### src/common/issue_defs.svh
`ifndef ISSUE_DEFS_SVH
`define ISSUE_DEFS_SVH

// Station and unit sizing
`define NUM_FU      3
`define NUM_PREG    32
`define TAG_W       5

// ROB slots seen by the rollback compare
`define NUM_ROB     16
`define ROB_W       4

`define XLEN        32

// Cycles from MUL acceptance to a valid result, at least 2
`define MUL_LATENCY 3

// Unit kind per station entry, index 0 first
`define FU_KIND_LIST '{issue_pkg::FU_ALU, issue_pkg::FU_ALU, issue_pkg::FU_MUL}

`endif

### src/common/issue_pkg.sv
`default_nettype none

`include "issue_defs.svh"

package issue_pkg;

  typedef enum logic {
    FU_ALU,
    FU_MUL
  } fu_kind_t;

  typedef enum logic [2:0] {
    OP_ADD,
    OP_SUB,
    OP_AND,
    OP_XOR,
    OP_MUL,
    OP_LI   // Load immediate
  } func_t;

  typedef struct packed {
    logic               busy;
    func_t              func;
    logic [`ROB_W-1:0]  rob_idx;
    logic [`TAG_W-1:0]  t_idx;     // Destination tag
    logic [`TAG_W-1:0]  t1_idx;
    logic               t1_ready;
    logic [`TAG_W-1:0]  t2_idx;
    logic               t2_ready;
    logic [`XLEN-1:0]   imm;
  } rs_entry_t;

  typedef enum logic [1:0] {
    FU_IDLE,
    FU_BUSY,
    FU_DONE
  } fu_state_t;

endpackage

`default_nettype wire

### src/rtl/cdb_arbiter.sv
`timescale 1ns/1ps
`default_nettype none

`include "issue_defs.svh"

module cdb_arbiter (
  input  wire logic [`NUM_FU-1:0]             done,
  input  wire logic [`NUM_FU-1:0][`TAG_W-1:0] result_tag,
  input  wire logic [`NUM_FU-1:0][`XLEN-1:0]  result_value,
  input  wire logic [`NUM_FU-1:0][`ROB_W-1:0] result_rob_idx,
  output logic [`NUM_FU-1:0]                  grant,
  output logic                                cdb_valid,
  output logic [`TAG_W-1:0]                   cdb_tag,
  output logic [`XLEN-1:0]                    cdb_value,
  output logic [`ROB_W-1:0]                   cdb_rob_idx
);

  // Scan from the top so the lowest done unit is the last to overwrite
  always_comb begin
    grant       = '0;
    cdb_valid   = 1'b0;
    cdb_tag     = '0;
    cdb_value   = '0;
    cdb_rob_idx = '0;
    for (int i = `NUM_FU - 1; i >= 0; i--) begin
      if (done[i]) begin
        grant       = '0;
        grant[i]    = 1'b1;
        cdb_valid   = 1'b1;
        cdb_tag     = result_tag[i];
        cdb_value   = result_value[i];
        cdb_rob_idx = result_rob_idx[i];
      end
    end
  end

endmodule

`default_nettype wire

### config.mk
export PLATFORM = sky130hd
export DESIGN_NAME = cdb_arbiter
export DESIGN_NICKNAME = d
export VERILOG_FILES = /design/src/common/issue_pkg.sv /design/src/rtl/cdb_arbiter.sv
export VERILOG_INCLUDE_DIRS = /design/src /design/src/common
export SDC_FILE = /design/constraint.sdc
export NUM_CORES = 1
export LEC_CHECK = 0
export ABC_AREA = 1
export ABC_CLOCK_PERIOD_IN_PS = 900
export BUFFER_PORTS_ARGS = -buffer_cell sky130_fd_sc_hd__buf_2
export CORE_AREA = 2 2 67 69
export DETAILED_ROUTE_END_ITERATION = 7
export DIE_AREA = 0 0 69 71
export PLACE_DENSITY = 0.79
export REMOVE_ABC_BUFFERS = 1
export SYNTH_ARGS = -nofsm -noshare
export SYNTH_HDL_FRONTEND = slang
export SYNTH_SLANG_ARGS = --single-unit
### constraint.sdc
create_clock -name vclk -period 0.9
set_input_delay 0.18 -clock vclk [all_inputs]
set_output_delay 0.18 -clock vclk [all_outputs]
set_load 0.005 [all_outputs]
==> reports/results.ini <==
[status]
violations = negative setup slack
run_status = finished, violations left

[sta]
max_freq_ghz = 0.889
final.setup.worst_slack_ns = -0.224
timing.final.max_slew_violations = 0
count_of_final_hold_check_violations = 0
setup-violations-final = 44
finalCritPeriodShare = 1.25
timing_worst_slew_pin_value_ns = 0.200
rsz_0062_raised_after_global_routing = yes
finalCriticalPeriod_ns = 1.12
slew_headroom = 0.866

[pwr]
leak_uw = 0.00130
irDropWorstVdd_v = 0.000194
power_per_cell_area_nw_per_um2 = 473
total_power_uw = 1070

[detailed_routing]
detail_route.first_pass.iterations = 4
vias_per_cell = 4.96
vias = 2049
dr.first_iter.drc_count = 83
wirelength_routed_um = 5400
drtAntennaViolNets = 0
drc_violations_left = 0
avgRoutedWirePerCell_um = 13.1

[die]
ioPinCount = 171
core_area_um2 = 4200
die-height_um = 71
die-area_um2 = 4900
die-width_um = 69
initial_core_utilization = 0.233
row_count = 24

[global_route]
grt_overall_usage = 0.202
grt_first_pass_wirelength_um = 8580
grt_max_degree = 44
overflow = 0
grt_antenna_before_repair = 0
first_global_vias = 1953

[min_path]
type_of_the_worst_min_delay_path = input pin to output port
timing.hold.worst_endpoint = cdb_tag[0]
min_delay_path_depth = 4
hold_path_startpoint = result_tag[0]

[yosys]
synth.cells.most_frequent = nand3_1 (123), nand2_1 (42), buf_2 (13)
netlist.area_leader.share = 0.628
synth_area_leaders = nand3_1 (63%), nand2_1 (16%), buf_2 (6.6%), buf_6 (5.7%), buf_4 (4.6%)
post_synth.cell_area_avg_um2 = 5.02
sequential_fraction_of_the_synthesis_area = 0
mappedNetlistArea_um2 = 980
synthMostInstantiatedCell = nand3_1
post-synth-top-area-cell = nand3_1
yosys_warnings = 0
syn_inst = 195
netlist-cell-type-count = 10

[critical_path]
slowest_delay_ns = 0.16
cp-start-kind = input pin
crit_path_top_delay_cell = nor2_8
path_cells = buf_12 -> nor2_8 -> buf_12 -> buf_16 -> nand3_1 -> nand3_1 -> buf_2
endpoint_kind = output port
crit_family = buffers and inverters
timing.critical_path.buf_inv = 4
worst-setup-path-type = input pin to output port
timing.critical_path.required_ns = 0.72
critical_path_depth = 7
critical_path.max_fanout = 5
worst_ep_arrival_time_ns = 0.94

[place]
place.gp.congestion = 0.784
dp_hpwl_um = 3880
cell_count_after_placement = 406
numPortBuffers = 171

[cells_and_area]
count_of_sequential_standard_cells = 0
design.final.nets = 489
layoutNonFillerInstCount = 413
num-clock-buffers = 0
area.growth.synth_to_final_pct = 130
antenna_cells = 0
final_layout_size_suffix_gt1_frac = 0.590
flip_flop_and_latch_area_um2 = 0

[job]
max_cap_violations = 0

tightest hold or removal path: stages:
cell	delay (ns)
buf_2	0.07
nand2_1	0.05
nand3_2	0.05
buf_2	0.10
what timing repair did:
action / 4_1_cts / 5_1_grt
buffers inserted: 3 / 0
resized for setup: 25 / 20
pin swaps: 1 / 5
hold buffers: 0 / 0
setup endpoints to repair: 45 / 44
gates cloned: 4 / 0
area by class of cell:
class | count | area, µm²
multi-input cells | 168 | 921
well taps | 52 | 65.1
inverters | 3 | 13.8
fillers | 412 | 1950
repair buffers | 190 | 1260
metal layers:
metal,GRT usage,share of wire
met2,0.392,0.51
met1,0.238,0.40
met4,0.0414,0.013
met5,0,0
met3,0.0199,0.082
logic make-up after synthesis:
| logic type | after synthesis | synth area share |
|---|---|---|
| simple gates | 168 | 0.819 |
| buf+inv | 27 | 0.181 |
through the flow:
| stage | hold slack, ns | setup TNS (ns) | utilization | worst slack [ns] | area [µm²] |
|---|---|---|---|---|---|
| finish | 0.634 | -7.37 | 0.537 | -0.224 | 2260 |
| global route | 0.653 | -9.54 | 0.537 | -0.273 | 2260 |
| global placement | 0.636 | -9.52 | 0.455 | -0.260 | 1910 |
| floorplan | 0.360 | -0.152 | - | -0.00370 | 813 |
| detailed placement | 0.638 | -9.85 | 0.455 | -0.258 | 1910 |
| CTS | 0.640 | -6.85 | 0.513 | -0.207 | 2160 |
layout by cell type, fill, tap and decap left out:
cell       synthesis  layout
nor3_4             0       1
nor2_8             1       1
buf_2             13     168
bufbuf_16          0       2
buf_16             0       2
nand3_4            0       2
nor2_2             0       1
nand3_2            0      16
nand2_1           42      42
nand3_1          123     105
buf_8              0       1
inv_1              2       1
buf_12             0      11
inv_2              1       1
inv_4              0       1
buf_6              5       4
buf_4              6       2
worst max-delay path by stage:
stage / from / end / slack (ns)
after floorplan: done[0] / cdb_rob_idx[0] / -0.004
after global routing: done[0] / cdb_value[2] / -0.27
after CTS: done[1] / cdb_value[25] / -0.21
final: done[0] / cdb_value[25] / -0.22
after detailed placement: done[0] / cdb_value[4] / -0.26
after global placement: done[0] / cdb_value[4] / -0.26
where the power goes:
part           total [µW]  internal, µW  switching (µW)
Clock                   0             0               0
Sequential              0             0               0
Combinational        1070           599             468
No activity file was read; power rests on OpenSTA's default activity.
