## src/common/issue_defs.svh

```systemverilog
`ifndef ISSUE_DEFS_SVH
`define ISSUE_DEFS_SVH

// Station and unit sizing
`define NUM_FU      3
`define NUM_PREG    32
`define TAG_W       5

// ROB slots seen by the rollback compare
`define NUM_ROB     16
`define ROB_W       4

`define XLEN        32

// Cycles from MUL acceptance to a valid result, at least 2
`define MUL_LATENCY 3

// Unit kind per station entry, index 0 first
`define FU_KIND_LIST '{issue_pkg::FU_ALU, issue_pkg::FU_ALU, issue_pkg::FU_MUL}

`endif

```

## src/common/issue_pkg.sv

```systemverilog
`default_nettype none

`include "issue_defs.svh"

package issue_pkg;

  typedef enum logic {
    FU_ALU,
    FU_MUL
  } fu_kind_t;

  typedef enum logic [2:0] {
    OP_ADD,
    OP_SUB,
    OP_AND,
    OP_XOR,
    OP_MUL,
    OP_LI   // Load immediate
  } func_t;

  typedef struct packed {
    logic               busy;
    func_t              func;
    logic [`ROB_W-1:0]  rob_idx;
    logic [`TAG_W-1:0]  t_idx;     // Destination tag
    logic [`TAG_W-1:0]  t1_idx;
    logic               t1_ready;
    logic [`TAG_W-1:0]  t2_idx;
    logic               t2_ready;
    logic [`XLEN-1:0]   imm;
  } rs_entry_t;

  typedef enum logic [1:0] {
    FU_IDLE,
    FU_BUSY,
    FU_DONE
  } fu_state_t;

endpackage

`default_nettype wire

```

## src/rs/rs.sv

```systemverilog
`timescale 1ns/1ps
`default_nettype none

`include "issue_defs.svh"

module rs (
  input  wire logic                                clock,
  input  wire logic                                reset,
  input  wire logic                                dispatch_en,
  input  wire issue_pkg::fu_kind_t                 dispatch_kind,
  input  wire issue_pkg::func_t                    dispatch_func,
  input  wire logic [`ROB_W-1:0]                   dispatch_rob_idx,
  input  wire logic [`TAG_W-1:0]                   dispatch_t_idx,
  input  wire logic [`TAG_W-1:0]                   dispatch_t1_idx,
  input  wire logic                                dispatch_t1_ready,
  input  wire logic [`TAG_W-1:0]                   dispatch_t2_idx,
  input  wire logic                                dispatch_t2_ready,
  input  wire logic [`XLEN-1:0]                    dispatch_imm,
  input  wire logic                                rollback_en,
  input  wire logic [`ROB_W-1:0]                   rollback_idx,
  input  wire logic [`ROB_W-1:0]                   rob_tail,
  input  wire logic                                cdb_valid,
  input  wire logic [`TAG_W-1:0]                   cdb_tag,
  input  wire logic [`NUM_FU-1:0]                  fu_ready,
  output logic                                     dispatch_ok,
  output logic [`NUM_FU-1:0]                       issue_valid,
  output issue_pkg::rs_entry_t [`NUM_FU-1:0]       issue_entry
);

  localparam issue_pkg::fu_kind_t FU_KIND [`NUM_FU] = `FU_KIND_LIST;

  issue_pkg::rs_entry_t [`NUM_FU-1:0] entry;
  issue_pkg::rs_entry_t [`NUM_FU-1:0] entry_next;

  logic [`NUM_FU-1:0]             t1_rdy;     // Ready or woken this cycle
  logic [`NUM_FU-1:0]             t2_rdy;
  logic [`NUM_FU-1:0]             squash;
  logic [`NUM_FU-1:0]             fire;       // Handed to its unit at this edge
  logic [`NUM_FU-1:0]             empty;      // Free at the next edge
  logic [`NUM_FU-1:0]             slot;       // First free entry of the right kind
  logic [`ROB_W-1:0]              tail_dist;
  logic [`NUM_FU-1:0][`ROB_W-1:0] rob_dist;
  logic                           disp_t1_rdy;
  logic                           disp_t2_rdy;

  // Distances wrap modulo the ROB size
  assign tail_dist = rob_tail - rollback_idx;

  assign disp_t1_rdy = dispatch_t1_ready || (cdb_valid && dispatch_t1_idx == cdb_tag);
  assign disp_t2_rdy = dispatch_t2_ready || (cdb_valid && dispatch_t2_idx == cdb_tag);

  always_comb begin
    for (int i = 0; i < `NUM_FU; i++) begin
      t1_rdy[i]      = entry[i].t1_ready || (cdb_valid && entry[i].t1_idx == cdb_tag);
      t2_rdy[i]      = entry[i].t2_ready || (cdb_valid && entry[i].t2_idx == cdb_tag);
      rob_dist[i]    = entry[i].rob_idx - rollback_idx;
      squash[i]      = rollback_en && entry[i].busy && (rob_dist[i] <= tail_dist);
      issue_valid[i] = entry[i].busy && t1_rdy[i] && t2_rdy[i] && !squash[i];
      fire[i]        = issue_valid[i] && fu_ready[i];
      empty[i]       = !entry[i].busy || fire[i] || squash[i];

      issue_entry[i] = entry[i];
    end
  end

  // Lowest matching index wins
  always_comb begin
    slot = '0;
    for (int i = 0; i < `NUM_FU; i++) begin
      if (empty[i] && FU_KIND[i] == dispatch_kind && slot == '0) begin
        slot[i] = 1'b1;
      end
    end
  end

  assign dispatch_ok = |slot;

  always_comb begin
    entry_next = entry;
    for (int i = 0; i < `NUM_FU; i++) begin
      if (dispatch_en && slot[i]) begin
        entry_next[i].busy     = 1'b1;
        entry_next[i].func     = dispatch_func;
        entry_next[i].rob_idx  = dispatch_rob_idx;
        entry_next[i].t_idx    = dispatch_t_idx;
        entry_next[i].t1_idx   = dispatch_t1_idx;
        entry_next[i].t1_ready = disp_t1_rdy;
        entry_next[i].t2_idx   = dispatch_t2_idx;
        entry_next[i].t2_ready = disp_t2_rdy;
        entry_next[i].imm      = dispatch_imm;
      end else if (empty[i]) begin
        entry_next[i] = '0;                 // Issued, squashed or idle
      end else begin
        entry_next[i].t1_ready = t1_rdy[i]; // Keep waiting, latch wakeup
        entry_next[i].t2_ready = t2_rdy[i];
      end
    end
  end

  always_ff @(posedge clock) begin
    if (reset) begin
      entry <= '0;
    end else begin
      entry <= entry_next;
    end
  end

endmodule

`default_nettype wire

```

## config.mk

```make
export PLATFORM = sky130hd
export DESIGN_NAME = rs
export DESIGN_NICKNAME = d
export VERILOG_FILES = /design/src/common/issue_pkg.sv /design/src/rs/rs.sv
export VERILOG_INCLUDE_DIRS = /design/src /design/src/common
export SDC_FILE = /design/constraint.sdc
export NUM_CORES = 1
export LEC_CHECK = 0
export BUFFER_PORTS_ARGS = -buffer_cell sky130_fd_sc_hd__buf_2
export CAP_MARGIN = 15
export CORE_MARGIN = 2
export CORE_UTILIZATION = 46
export DETAILED_ROUTE_END_ITERATION = 10
export PLACE_DENSITY = 0.84
export REMOVE_ABC_BUFFERS = 1
export SLEW_MARGIN = 20
export SYNTH_ARGS = -nofsm -noshare
export SYNTH_HDL_FRONTEND = slang
export SYNTH_SLANG_ARGS = --single-unit
```

## constraint.sdc

```tcl
create_clock -name clock -period 2.75 [get_ports clock]
set_input_delay 0.1375 -clock clock [delete_from_list [all_inputs] [get_ports clock]]
set_output_delay 0.1375 -clock clock [all_outputs]
set_load 0.01 [all_outputs]
```

==> results.json <==
{
  "syn_to_final_growth_pct": 59.6,
  "dieArea_um2": 18200,
  "cts_tree": "done",
  "violations": "negative setup slack",
  "grt_pass1_wl_um": 44800,
  "routabilityCongestion": 0.914,
  "ys_seq_elements": 171,
  "grtUsageTotal": 0.314,
  "rsz0062_at_grt": "yes",
  "setup_viol_count_final": 167,
  "largest_reg_flops": 171,
  "power_per_cell_area_nw_per_um2": 548,
  "slew_viol_final": 0,
  "portBuffers": 252,
  "dpl.hpwl_um": 16100,
  "arrival_ns": 3.00,
  "clk_latency_ns": 0.43,
  "drc": 0,
  "clock_path_buffers": 2,
  "worstPathRequired_ns": 2.61,
  "final_cell_mix": "251 x buf_2, 166 x dfxtp_1, 116 x nand2_1",
  "synth_edf_count": 0,
  "h-tree-depth": 4,
  "tightest_slew_ns": 1.16,
  "final_common_cell": "buf_2",
  "synth_area_um2": 7890,
  "fmax_ghz": 0.318,
  "ys_seq_area_frac": 0.434,
  "synthDistinctLibCells": 40,
  "antenna_cells": 0,
  "nNetsFinal": 1343,
  "io_pins": 253,
  "first_pass_iters": 7,
  "startpoint_type": "register",
  "via_per_inst": 6.06,
  "dpl-instance-area_um2": 9420,
  "final_antenna_net_count": 0,
  "vias": 8923,
  "cts_buffers": 17,
  "max_cap_violations": 0,
  "cts.clk_slew.worst_paths_ns": 0.07,
  "hold_class": "input port to register",
  "wl_um": 33900,
  "antenna_found_initial": 0,
  "grt-ovfl-total": 0,
  "die_h_um": 135,
  "pre_cts_slack_ns": -0.230,
  "synth_warnings": 0,
  "worstRegToRegCells": 13,
  "drtIter0Drc": 966,
  "row_count": 47,
  "clockRootBuffer": "clkbuf_16",
  "critPathCaptureType": "output pin",
  "start_util": 0.473,
  "design_area_um2": 12600,
  "crit_fanout": 2,
  "async_reset_ff_frac": 0,
  "die_x_um": 135,
  "wl_per_cell_um": 23.0,
  "cellLeakagePower_nw": 6.03,
  "hold_viol": 0,
  "drive_above_1_share": 0.457,
  "hold_path_depth": 3,
  "worstSetupPathType": "register to output pin",
  "clock-skew-final_ns": 0.0110,
  "core_area_um2": 16700,
  "grt_pass1_vias": 8318,
  "period_minus_slack_ns": 3.14,
  "min_period_over_period": 1.14,
  "slew_headroom": 0.222,
  "syn_avg_cell_area_um2": 8.62,
  "fillers": 1042,
  "status": "complete, but fails checks",
  "synth_cells": 916,
  "vdd_ir_drop_max_mv": 0.461,
  "layout_setup_ws_ns": -0.391,
  "grt_max_degree": 95,
  "synth_ff_type": "dfxtp_1",
  "cts.sinks": 171
}
[cell type report]
| type | instances | area (µm²) | share of cell area |
|---|---|---|---|
| Sequential cell | 171 | 3430 | 0.272 |
| Clock inverter | 15 | 188 | 0.0149 |
| Inverter | 16 | 62.6 | 0.00497 |
| Timing Repair Buffer | 381 | 3060 | 0.243 |
| Tap cell | 220 | 275 | 0.0219 |
| Clock buffer | 17 | 425 | 0.0338 |
| Multi-Input combinational cell | 653 | 5150 | 0.409 |
[routing by layer]
| layer | vias to the layer above | global-route usage | routed length, µm |
|---|---|---|---|
| li1 | 3825 | - | - |
| met1 | 4320 | 0.397 | 12800 |
| met2 | 648 | 0.513 | 16200 |
| met3 | 130 | 0.0826 | 3620 |
| met4 | 0 | 0.126 | 1350 |
| met5 | - | 0 | 0 |
[cell families after synthesis]
family	after synthesis	share of synthesized area
adders and majority gates	25	0.0434
AOI/OAI and AO/OA	151	0.106
and+or+nand+nor	362	0.223
muxes	56	0.0713
DFF	171	0.434
buffers and inverters	96	0.0602
xor gates and xnor gates	55	0.0620
[metrics by stage]
step / setup TNS, ns / hold slack, ns / total power [W] / cells / utilization
floorplan: -273.16 / 0.207 / 0.00313 / 836 / -
global placement: -9.58 / 0.410 / 0.00354 / 1337 / 0.564
detailed placement: -26.96 / 0.416 / 0.00356 / 1337 / 0.564
CTS: -22.57 / 0.00132 / 0.00645 / 1444 / 0.685
global route: -37.86 / -0.00124 / 0.00706 / 1473 / 0.754
finish: -28.42 / 0.00481 / 0.00690 / 1473 / 0.754
[report_power, final]
group	switching [W]	leakage [nW]	total [W]	internal, W
clock network	0.00112	0.297	0.00258	0.00145
logic	0.000917	4.34	0.00171	0.000794
registers	0.0000646	1.39	0.00261	0.00255
total	0.00211	6.03	0.00690	0.00479
[worst max-delay path, cell delays in order, from the launching register on]
cell and delay, ns:
dfxtp_2 0.33, inv_2 0.05, ha_4 0.12, inv_2 0.04
fa_1 0.58, ha_4 0.24, nor2b_4 0.14, o31ai_4 0.20
a21oi_2 0.11, o311ai_4 0.23, buf_4 0.17, a21oi_1 0.04
a21oi_1 0.18, buf_2 0.16
[final timing paths]
| path | from | to | slack, ns |
|---|---|---|---|
| worst max-delay path | issue_entry[163] | dispatch_ok | -0.39 |
| worst min register to register | issue_entry[65] | issue_entry[65] | 0.46 |
| worst max register to register | issue_entry[50] | issue_entry[70] | -0.33 |
| worst min-delay path | dispatch_t1_idx[2] | issue_entry[41] | 0.005 |
[synth_stat cells, types with 16 or more instances]
library cell  count  area [µm²]
nand4_1          56         350
ha_1             21         263
nand3_1          54         270
clkbuf_1         45         169
dfxtp_1         171        3420
buf_2            19        95.1
inv_1            16        60.1
xnor2_1          18         158
nand2b_1         55         344
mux2i_1          54         541
a21oi_1         120         601
nand2_1         169         634
xor2_1           36         315
[timing repair]
action                                 in CTS  in global routing
hold buffers                               48                  0
gates resized for setup                   122                195
pin swaps                                  91                103
endpoints found under the hold margin     103                  0
setup endpoints to repair                 171                175
setup buffers                              12                 23
gates cloned                               15                 16
No activity file was read; power rests on OpenSTA's default activity.
