===== src/common/issue_defs.svh =====
`ifndef ISSUE_DEFS_SVH
`define ISSUE_DEFS_SVH

// Station and unit sizing
`define NUM_FU      3
`define NUM_PREG    32
`define TAG_W       5

// ROB slots seen by the rollback compare
`define NUM_ROB     16
`define ROB_W       4

`define XLEN        32

// Cycles from MUL acceptance to a valid result, at least 2
`define MUL_LATENCY 3

// Unit kind per station entry, index 0 first
`define FU_KIND_LIST '{issue_pkg::FU_ALU, issue_pkg::FU_ALU, issue_pkg::FU_MUL}

`endif


===== src/common/issue_pkg.sv =====
`default_nettype none

`include "issue_defs.svh"

package issue_pkg;

  typedef enum logic {
    FU_ALU,
    FU_MUL
  } fu_kind_t;

  typedef enum logic [2:0] {
    OP_ADD,
    OP_SUB,
    OP_AND,
    OP_XOR,
    OP_MUL,
    OP_LI   // Load immediate
  } func_t;

  typedef struct packed {
    logic               busy;
    func_t              func;
    logic [`ROB_W-1:0]  rob_idx;
    logic [`TAG_W-1:0]  t_idx;     // Destination tag
    logic [`TAG_W-1:0]  t1_idx;
    logic               t1_ready;
    logic [`TAG_W-1:0]  t2_idx;
    logic               t2_ready;
    logic [`XLEN-1:0]   imm;
  } rs_entry_t;

  typedef enum logic [1:0] {
    FU_IDLE,
    FU_BUSY,
    FU_DONE
  } fu_state_t;

endpackage

`default_nettype wire


===== src/rtl/func_unit.sv =====
`timescale 1ns/1ps
`default_nettype none

`include "issue_defs.svh"

module func_unit #(
  parameter issue_pkg::fu_kind_t KIND = issue_pkg::FU_ALU
) (
  input  wire logic                  clock,
  input  wire logic                  reset,
  input  wire logic                  issue_valid,
  input  wire issue_pkg::rs_entry_t  issue_entry,
  input  wire logic [`XLEN-1:0]      rd_value1,
  input  wire logic [`XLEN-1:0]      rd_value2,
  input  wire logic                  grant,
  output logic                       fu_ready,
  output logic                       done,
  output logic [`TAG_W-1:0]          result_tag,
  output logic [`XLEN-1:0]           result_value,
  output logic [`ROB_W-1:0]          result_rob_idx
);

  localparam int CNT_W = $clog2(`MUL_LATENCY);

  issue_pkg::fu_state_t state;
  logic [CNT_W-1:0]     count;       // Remaining MUL cycles
  logic [`XLEN-1:0]     op_a;
  logic [`XLEN-1:0]     op_b;
  logic [`XLEN-1:0]     alu_value;
  logic                 accept;
  logic                 mul_finish;

  assign fu_ready   = (state == issue_pkg::FU_IDLE);
  assign done       = (state == issue_pkg::FU_DONE);
  assign accept     = issue_valid && fu_ready;
  assign mul_finish = (state == issue_pkg::FU_BUSY) && (count == '0);

  always_comb begin
    case (issue_entry.func)
      issue_pkg::OP_ADD: alu_value = rd_value1 + rd_value2;
      issue_pkg::OP_SUB: alu_value = rd_value1 - rd_value2;
      issue_pkg::OP_AND: alu_value = rd_value1 & rd_value2;
      issue_pkg::OP_XOR: alu_value = rd_value1 ^ rd_value2;
      issue_pkg::OP_LI:  alu_value = issue_entry.imm;
      default:           alu_value = '0;  // MUL goes through the pipeline
    endcase
  end

  always_ff @(posedge clock) begin
    if (reset) begin
      state <= issue_pkg::FU_IDLE;
      count <= '0;
    end else begin
      case (state)
        issue_pkg::FU_IDLE: begin
          if (accept && KIND == issue_pkg::FU_MUL) begin
            state <= issue_pkg::FU_BUSY;
            count <= CNT_W'(`MUL_LATENCY - 1);
          end else if (accept) begin
            state <= issue_pkg::FU_DONE;  // ALU result ready next cycle
          end
        end
        issue_pkg::FU_BUSY: begin
          if (count == '0) begin
            state <= issue_pkg::FU_DONE;
          end else begin
            count <= count - 1'b1;
          end
        end
        issue_pkg::FU_DONE: begin
          if (grant) begin
            state <= issue_pkg::FU_IDLE;  // Held until the CDB takes it
          end
        end
        default: state <= issue_pkg::FU_IDLE;
      endcase
    end
  end

  always_ff @(posedge clock) begin
    if (accept) begin
      result_tag     <= issue_entry.t_idx;
      result_rob_idx <= issue_entry.rob_idx;
      result_value   <= alu_value;
      op_a           <= rd_value1;
      op_b           <= rd_value2;
    end else if (mul_finish) begin
      result_value <= op_a * op_b;
    end
  end

endmodule

`default_nettype wire


===== config.mk =====
export PLATFORM = sky130hd
export DESIGN_NAME = func_unit
export DESIGN_NICKNAME = d
export VERILOG_FILES = /design/src/common/issue_pkg.sv /design/src/rtl/func_unit.sv
export VERILOG_INCLUDE_DIRS = /design/src /design/src/common
export SDC_FILE = /design/constraint.sdc
export NUM_CORES = 1
export LEC_CHECK = 0
export BUFFER_PORTS_ARGS = -buffer_cell sky130_fd_sc_hd__buf_2
export CORE_UTILIZATION = 30
export DETAILED_ROUTE_END_ITERATION = 16
export PLACE_DENSITY = 0.47
export SLEW_MARGIN = 15
export SYNTH_ARGS = -nofsm -noshare
export SYNTH_HDL_FRONTEND = slang
export SYNTH_SLANG_ARGS = --single-unit

===== constraint.sdc =====
create_clock -name clock -period 9.5 [get_ports clock]
set_clock_uncertainty 0.1 [all_clocks]
set_input_delay 0.95 -clock clock [delete_from_list [all_inputs] [get_ports clock]]
set_output_delay 0.95 -clock clock [all_outputs]
set_load 0.02 [all_outputs]

==> run_results.csv, run 1 <==
group,metric,value,unit
status,status,"finished, final reports clean",
worst_setup_path,slowest_delay,1.15,ns
floorplanning,rows,99,
synth,synth_area_per_cell,9.662,um2
floorplanning,die_area,75980,um2
timing,worstMarginPinSlew,1.237,ns
floorplanning,die_h,275.7,um
finish,final_nets,3126,
timing,fin_setup_tns,0,ns
finish,ff_latch_area,3173,um2
synth,synth_edf_count,105,
worst_setup_path,worst_path_most_repeated_cell,"fa_1",
route,firstDrtPassIters,5,
clock_tree,cts_hold_buf,0,
synth,yosysWarnings,0,
placement,hpwlAfterDp,55.04,mm
floorplanning,die_w,275.7,um
timing,setup-violations-final,0,
clock_tree,clock_latency,0.37,ns
clock_tree,cts_tree,"yes",
route,finalWirelength,70.77,mm
floorplanning,io_pins,168,
timing,period_needed,8.012,ns
worst_setup_path,r2r_slack,1.49,ns
worst_setup_path,worstReg2RegEnd,"result_value[27]",
timing,relSlewSlack,17.56,%
finish,fillers,7703,
worst_setup_path,crit_path_end_kind,"flop",
worst_setup_path,r2r_cells,20,
min_path,min-delay-path-class,"flop to flop",
grt,grt_pass1_vias,18050,
finish,final_cell_mix,"fa_1 (409), inv_1 (397), and2_1 (311)",
timing,hold_viol,0,
clock_tree,cts_resized,0,
worst_setup_path,crit_fanout,26,
grt,grt_usage,19.30,%
worst_setup_path,cp-start-kind,"flop",
route,vias_per_cell,4.907,
clock_tree,clk_transition_reported_paths,0.08,ns
timing,max_freq,124.8,MHz
synth,syn_nets,3046,
timing,rsz0062_at_grt,"false",
synth,yosysUniqueCellTypes,73,
placement,port_buffers,154,
clock_tree,ctsRootBufferMaster,"clkbuf_16",
clock_tree,htree_levels,3,
clock_tree,cts_max_path_buffers,2,
clock_tree,cts_buffers,9,
placement,routabilityCongestion,0.9520,
worst_setup_path,cp_cell_sequence,"and2_1 -> fa_1 -> fa_1 -> fa_1 -> inv_1 -> fa_1 -> inv_1 -> ha_1 -> ha_1 -> fa_1 -> fa_1 -> ha_1 -> a21o_1 -> a311o_1 -> a21oi_1 -> o22ai_1 -> a21oi_2 -> nor2_1 -> or4_1 -> a32o_1",
grt,grt_max_degree,58,
synth,synth_top_flop_cell,"edfxtp_1",
synth,netlist_area,22470,um2
min_path,whs_path_depth,1,
route,drtIter0Drc,1033,
floorplanning,initial_core_util,30.53,%
timing,slew_violations,0,
finish,final_common_cell,"fa_1",
route,wl_per_cell,21.01,um
finish,drive_gt1_share,9.834,%
route,postRouteAntennaNets,0,
synth,netlist_instances,2325,
finish,syn_to_final_growth,9.073,%
route,drc,0,
worst_setup_path,cp.required,9.48,ns
worst_setup_path,cp.arrival,8.00,ns
route,vias,16530,
worst_setup_path,startpoint,"op_b[6]",
run,cap_violations,0,
floorplanning,core,73580,um2
synth,yosysSeqAreaShare,14.12,%
grt,overflow,0,
synth,synth-seq-cells,106,
clock_tree,postCtsSetupBuffers,0,
finish,antenna_cells,0,
worst_setup_path,critical_path_class,"flop to flop",
worst_setup_path,endpoint,"result_value[27]",
worst_setup_path,critPathSlowestCell,"edfxtp_1",
timing,period_share,84.33,%
finish,multi_input_area,17350,um2
synth,synthArstFlopShare,0,%
clock_tree,clock-sinks,106,
worst_setup_path,worst_r2r_startpoint,"op_b[6]",
grt,grt_first_pass_wirelength,109.8,mm
grt,antenna_found_initial,1,
==> worst min-delay path by stage <==
stage	start	to	slack [ns]
6_report	state[1]	state[1]	0.40
5_1_grt	state[1]	state[1]	0.45
4_1_cts	state[1]	state[1]	0.40
3_5_place_dp	state[1]	state[1]	0.39
3_3_place_gp	state[1]	state[1]	0.37
2_1_floorplan	state[1]	state[1]	0.48
==> per-layer routing <==
metal  share of wire (%)  GRT usage (%)
met5               0.018              0
met2                  47          31.91
met1                  46          26.80
met3                 3.5          1.183
met4                 3.3          6.455
==> through the flow <==
| step | hold slack [ns] | area (um2) | util (%) | instances | setup slack (ns) |
|---|---|---|---|---|---|
| 2_1_floorplan | 0.4838 | 22470 | - | 2325 | 2.635 |
| 3_3_place_gp | 0.3694 | 24190 | 32.88 | 3353 | 1.631 |
| 3_5_place_dp | 0.3905 | 24190 | 32.88 | 3353 | 1.616 |
| 4_1_cts | 0.4024 | 24500 | 33.30 | 3369 | 1.552 |
| 5_1_grt | 0.4492 | 24500 | 33.30 | 3369 | 1.235 |
| 6_report | 0.3992 | 24500 | 33.30 | 3369 | 1.488 |
==> flip-flops by register name (all words and copies together), names as in the netlist <==
register and count:
op_a 32, op_b 32, result_rob_idx 4, result_tag 5, result_value 32, state 1
==> synth_stat cells, drive strengths merged, types with 5 or more instances <==
master  number  share of area, %
a211oi      10              0.33
a21o        20              0.68
a21oi       75               1.7
a222oi      16              0.71
a31oi        9              0.25
and2       313               8.7
and3         5              0.14
buf          7              0.19
clkbuf     105               1.8
edfxtp     105                14
fa         409                36
ha         187                10
inv        398               6.6
mux2        17              0.85
mux2i       15              0.67
nand2      262               4.4
nand3       11              0.25
nor2        49              0.82
nor2b        5              0.14
nor3        17              0.38
nor4         6              0.23
o21a        10              0.33
o21ai       37              0.84
o21bai       8              0.27
o221ai       6              0.23
o22ai       17              0.47
o31ai        9              0.38
or3          5              0.14
xnor2      100               3.9
xor2        37               1.4
==> cells by family after synthesis <==
group                    Yosys count  share of synthesized area [%]
AO/OA/AOI/OAI                    252                          7.608
AND/OR/NAND/NOR                  692                          15.86
multiplexers                      32                          1.520
buffers and inverters            510                          8.683
flip-flops                       106                          14.12
adder cells (fa/ha/maj)          596                          46.86
XOR/XNOR                         137                          5.341
==> critical path, delay by kind of cell (launching register included) <==
family                     cells  cell delay [ns]
adders and majority gates      9             3.85
AOI/OAI and AO/OA              6             1.61
DFF                            1             1.15
and+or+nand+nor                3             0.88
buffers and inverters          2             0.10
==> final cells by class <==
type	instances	area share, %
clock inverters	7	0.3625
multi-input cells	1709	70.79
repair buffers	181	3.973
clock buffers	9	0.9191
inverters	398	6.107
well taps	959	4.897
flip-flops and latches	106	12.95
Power of run 1 is not shown: default switching activity piles up to over one toggle a cycle in this logic, so the estimate is an artifact.
==> run 2: changes to the inputs <==
- PLACE_DENSITY: 0.47 -> 0.48
- clock period: 9.5 -> 7.35 ns (I/O delays scaled with it)
==> run 2 against run 1 <==
Against the previous run: routed wire length down 2.8%; die area stayed put; utilization rose by 1.8 points; non-clock buffer count increased by 107; via count increased by 1.2%; critical path depth is 2 higher; largest cell class unchanged; highest routed layer unchanged.
==> run_results.csv, run 2 (synthesis gave the netlist of run 1 again) <==
group,metric,value,unit
min_path,whs_path_depth,1,
finish,multi_input_area,17470,um2
finish,final_cell_mix,"fa_1 (404), inv_1 (397), and2_1 (311)",
worst_setup_path,critPathSlowestCell,"fa_2",
finish,syn_to_final_growth,15.07,%
finish,fillers,7612,
worst_setup_path,r2r_cells,22,
grt,grt_usage,18.79,%
timing,relSlewSlack,41.44,%
placement,port_buffers,154,
timing,period_share,97.29,%
finish,final_nets,3233,
worst_setup_path,crit_path_end_kind,"flop",
worst_setup_path,cp.required,7.36,ns
timing,max_freq,139.8,MHz
floorplanning,die_w,275.7,um
clock_tree,clock-sinks,106,
route,wl_per_cell,19.75,um
route,finalWirelength,68.76,mm
clock_tree,ctsRootBufferMaster,"clkbuf_16",
timing,period_needed,7.151,ns
timing,rsz0062_at_grt,"true",
clock_tree,clock_latency,0.37,ns
placement,dp_worst_setup_slack,0.06504,ns
finish,ff_latch_area,3173,um2
finish,design_area,25850,um2
timing,worstMarginPinSlew,0.8783,ns
timing,slew_violations,0,
route,vias,16720,
clock_tree,htree_levels,3,
worst_setup_path,r2r_slack,0.20,ns
min_path,min-delay-path-class,"flop to flop",
min_path,min_to,"state[1]",
floorplanning,die_h,275.7,um
status,status,"finished, final reports clean",
clock_tree,cts_tree,"yes",
route,drtIter0Drc,979,
route,firstDrtPassIters,10,
worst_setup_path,worst_r2r_startpoint,"op_b[4]",
floorplanning,io_pins,168,
worst_setup_path,cp_top_family,"adder cells",
clock_tree,cts_max_path_buffers,2,
worst_setup_path,worst_path_most_repeated_cell,"fa_1",
worst_setup_path,cp-start-kind,"flop",
timing,hold_slack,0.4046,ns
route,postRouteAntennaNets,0,
timing,hold_viol,0,
finish,drive_gt1_share,14.54,%
finish,final_cells,3481,
timing,worst_slack,0.1992,ns
placement,routabilityCongestion,0.9105,
route,vias_per_cell,4.804,
placement,placed_area,25160,um2
placement,dp.cells,3435,
worst_setup_path,worstReg2RegEnd,"result_value[30]",
grt,antenna_found_initial,5,
grt,grt_first_pass_wirelength,108.3,mm
worst_setup_path,critPathBufInv,4,
run,cap_violations,0,
worst_setup_path,cp.arrival,7.16,ns
clock_tree,cts_buffers,9,
worst_setup_path,crit_fanout,21,
floorplanning,initial_core_util,30.53,%
grt,grt_pass1_vias,18410,
grt,overflow,0,
grt,grt_max_degree,67,
worst_setup_path,critical_path_class,"flop to flop",
finish,final_common_cell,"fa_1",
worst_setup_path,cp_cell_sequence,"buf_12 -> buf_4 -> and2_1 -> fa_1 -> inv_1 -> fa_1 -> fa_1 -> fa_1 -> inv_1 -> fa_1 -> fa_1 -> fa_2 -> fa_1 -> ha_1 -> and4_2 -> nand2_1 -> nor2_1 -> a21oi_2 -> a31oi_2 -> a31oi_1 -> xnor2_1 -> a22o_1",
floorplanning,rows,99,
route,drc,0,
placement,hpwlAfterDp,56.98,mm
finish,reg_top3,"op_a (32), op_b (32), result_value (32)",
floorplanning,core,73580,um2
min_path,min_from,"state[1]",
floorplanning,die_area,75980,um2
worst_setup_path,slowest_delay,0.60,ns
clock_tree,clk_transition_reported_paths,0.09,ns
timing,setup-violations-final,0,
-- run 2: cell types whose count changed in the layout (fill, tap and decap cells not counted), sizes merged --
cell    delta
buf      +106
diode      +5
inv        +2
bufinv     -1
clkbuf     +1
clkinv     -1
-- run 2: worst max path at each step --
stage | from | to | slack, ns | cells past startpoint
2_1_floorplan | op_a[12] | result_value[27] | 0.48 | 21
3_3_place_gp | op_a[20] | result_value[30] | 0.09 | 20
3_5_place_dp | op_a[13] | result_value[30] | 0.07 | 20
4_1_cts | op_a[7] | result_value[30] | 0.02 | 21
5_1_grt | op_a[4] | result_value[30] | -0.02 | 22
6_report | op_b[4] | result_value[30] | 0.20 | 22
-- run 2: worst register-to-register path, stage by stage (launching register included) --
cell and delay, ns:
edfxtp_1 0.43, buf_12 0.18, buf_4 0.21, and2_1 0.15
fa_1 0.47, inv_1 0.05, fa_1 0.51, fa_1 0.49
fa_1 0.57, inv_1 0.05, fa_1 0.48, fa_1 0.51
fa_2 0.60, fa_1 0.44, ha_1 0.31, and4_2 0.27
nand2_1 0.06, nor2_1 0.14, a21oi_2 0.06, a31oi_2 0.27
a31oi_1 0.14, xnor2_1 0.17, a22o_1 0.25
-- run 2: cell type report --
| class | count | share of cell area (%) |
|---|---|---|
| multi-input combinational | 1709 | 67.58 |
| sequential | 106 | 12.27 |
| timing repair buffer | 288 | 8.489 |
| inverter | 398 | 5.789 |
| tap | 959 | 4.642 |
| clock buffer | 9 | 0.8712 |
| clock inverter | 7 | 0.3098 |
| antenna | 5 | 0.04840 |
-- run 2: per-stage QoR --
stage               util (%)  setup TNS [ns]
finish                 35.13               0
CTS                    34.60               0
global route           35.12        -0.04969
floorplan                  -               0
detailed placement     34.19               0
global placement       34.19               0
-- run 2: repair_timing --
action	4_1_cts	5_1_grt
resized for setup	0	24
buffers inserted	0	24
endpoints found under the setup margin	0	10
hold buffers	0	0
-- run 2: metal layers --
| layer | track usage (%) | wire length [um] | up-vias |
|---|---|---|---|
| li1 | - | - | 7699 |
| met1 | 26.61 | 32190 | 8510 |
| met2 | 30.37 | 31710 | 432 |
| met3 | 1.740 | 2933 | 81 |
| met4 | 5.467 | 1913 | 2 |
| met5 | 0 | 18 | - |
Power of run 2 is left out for the same reason.
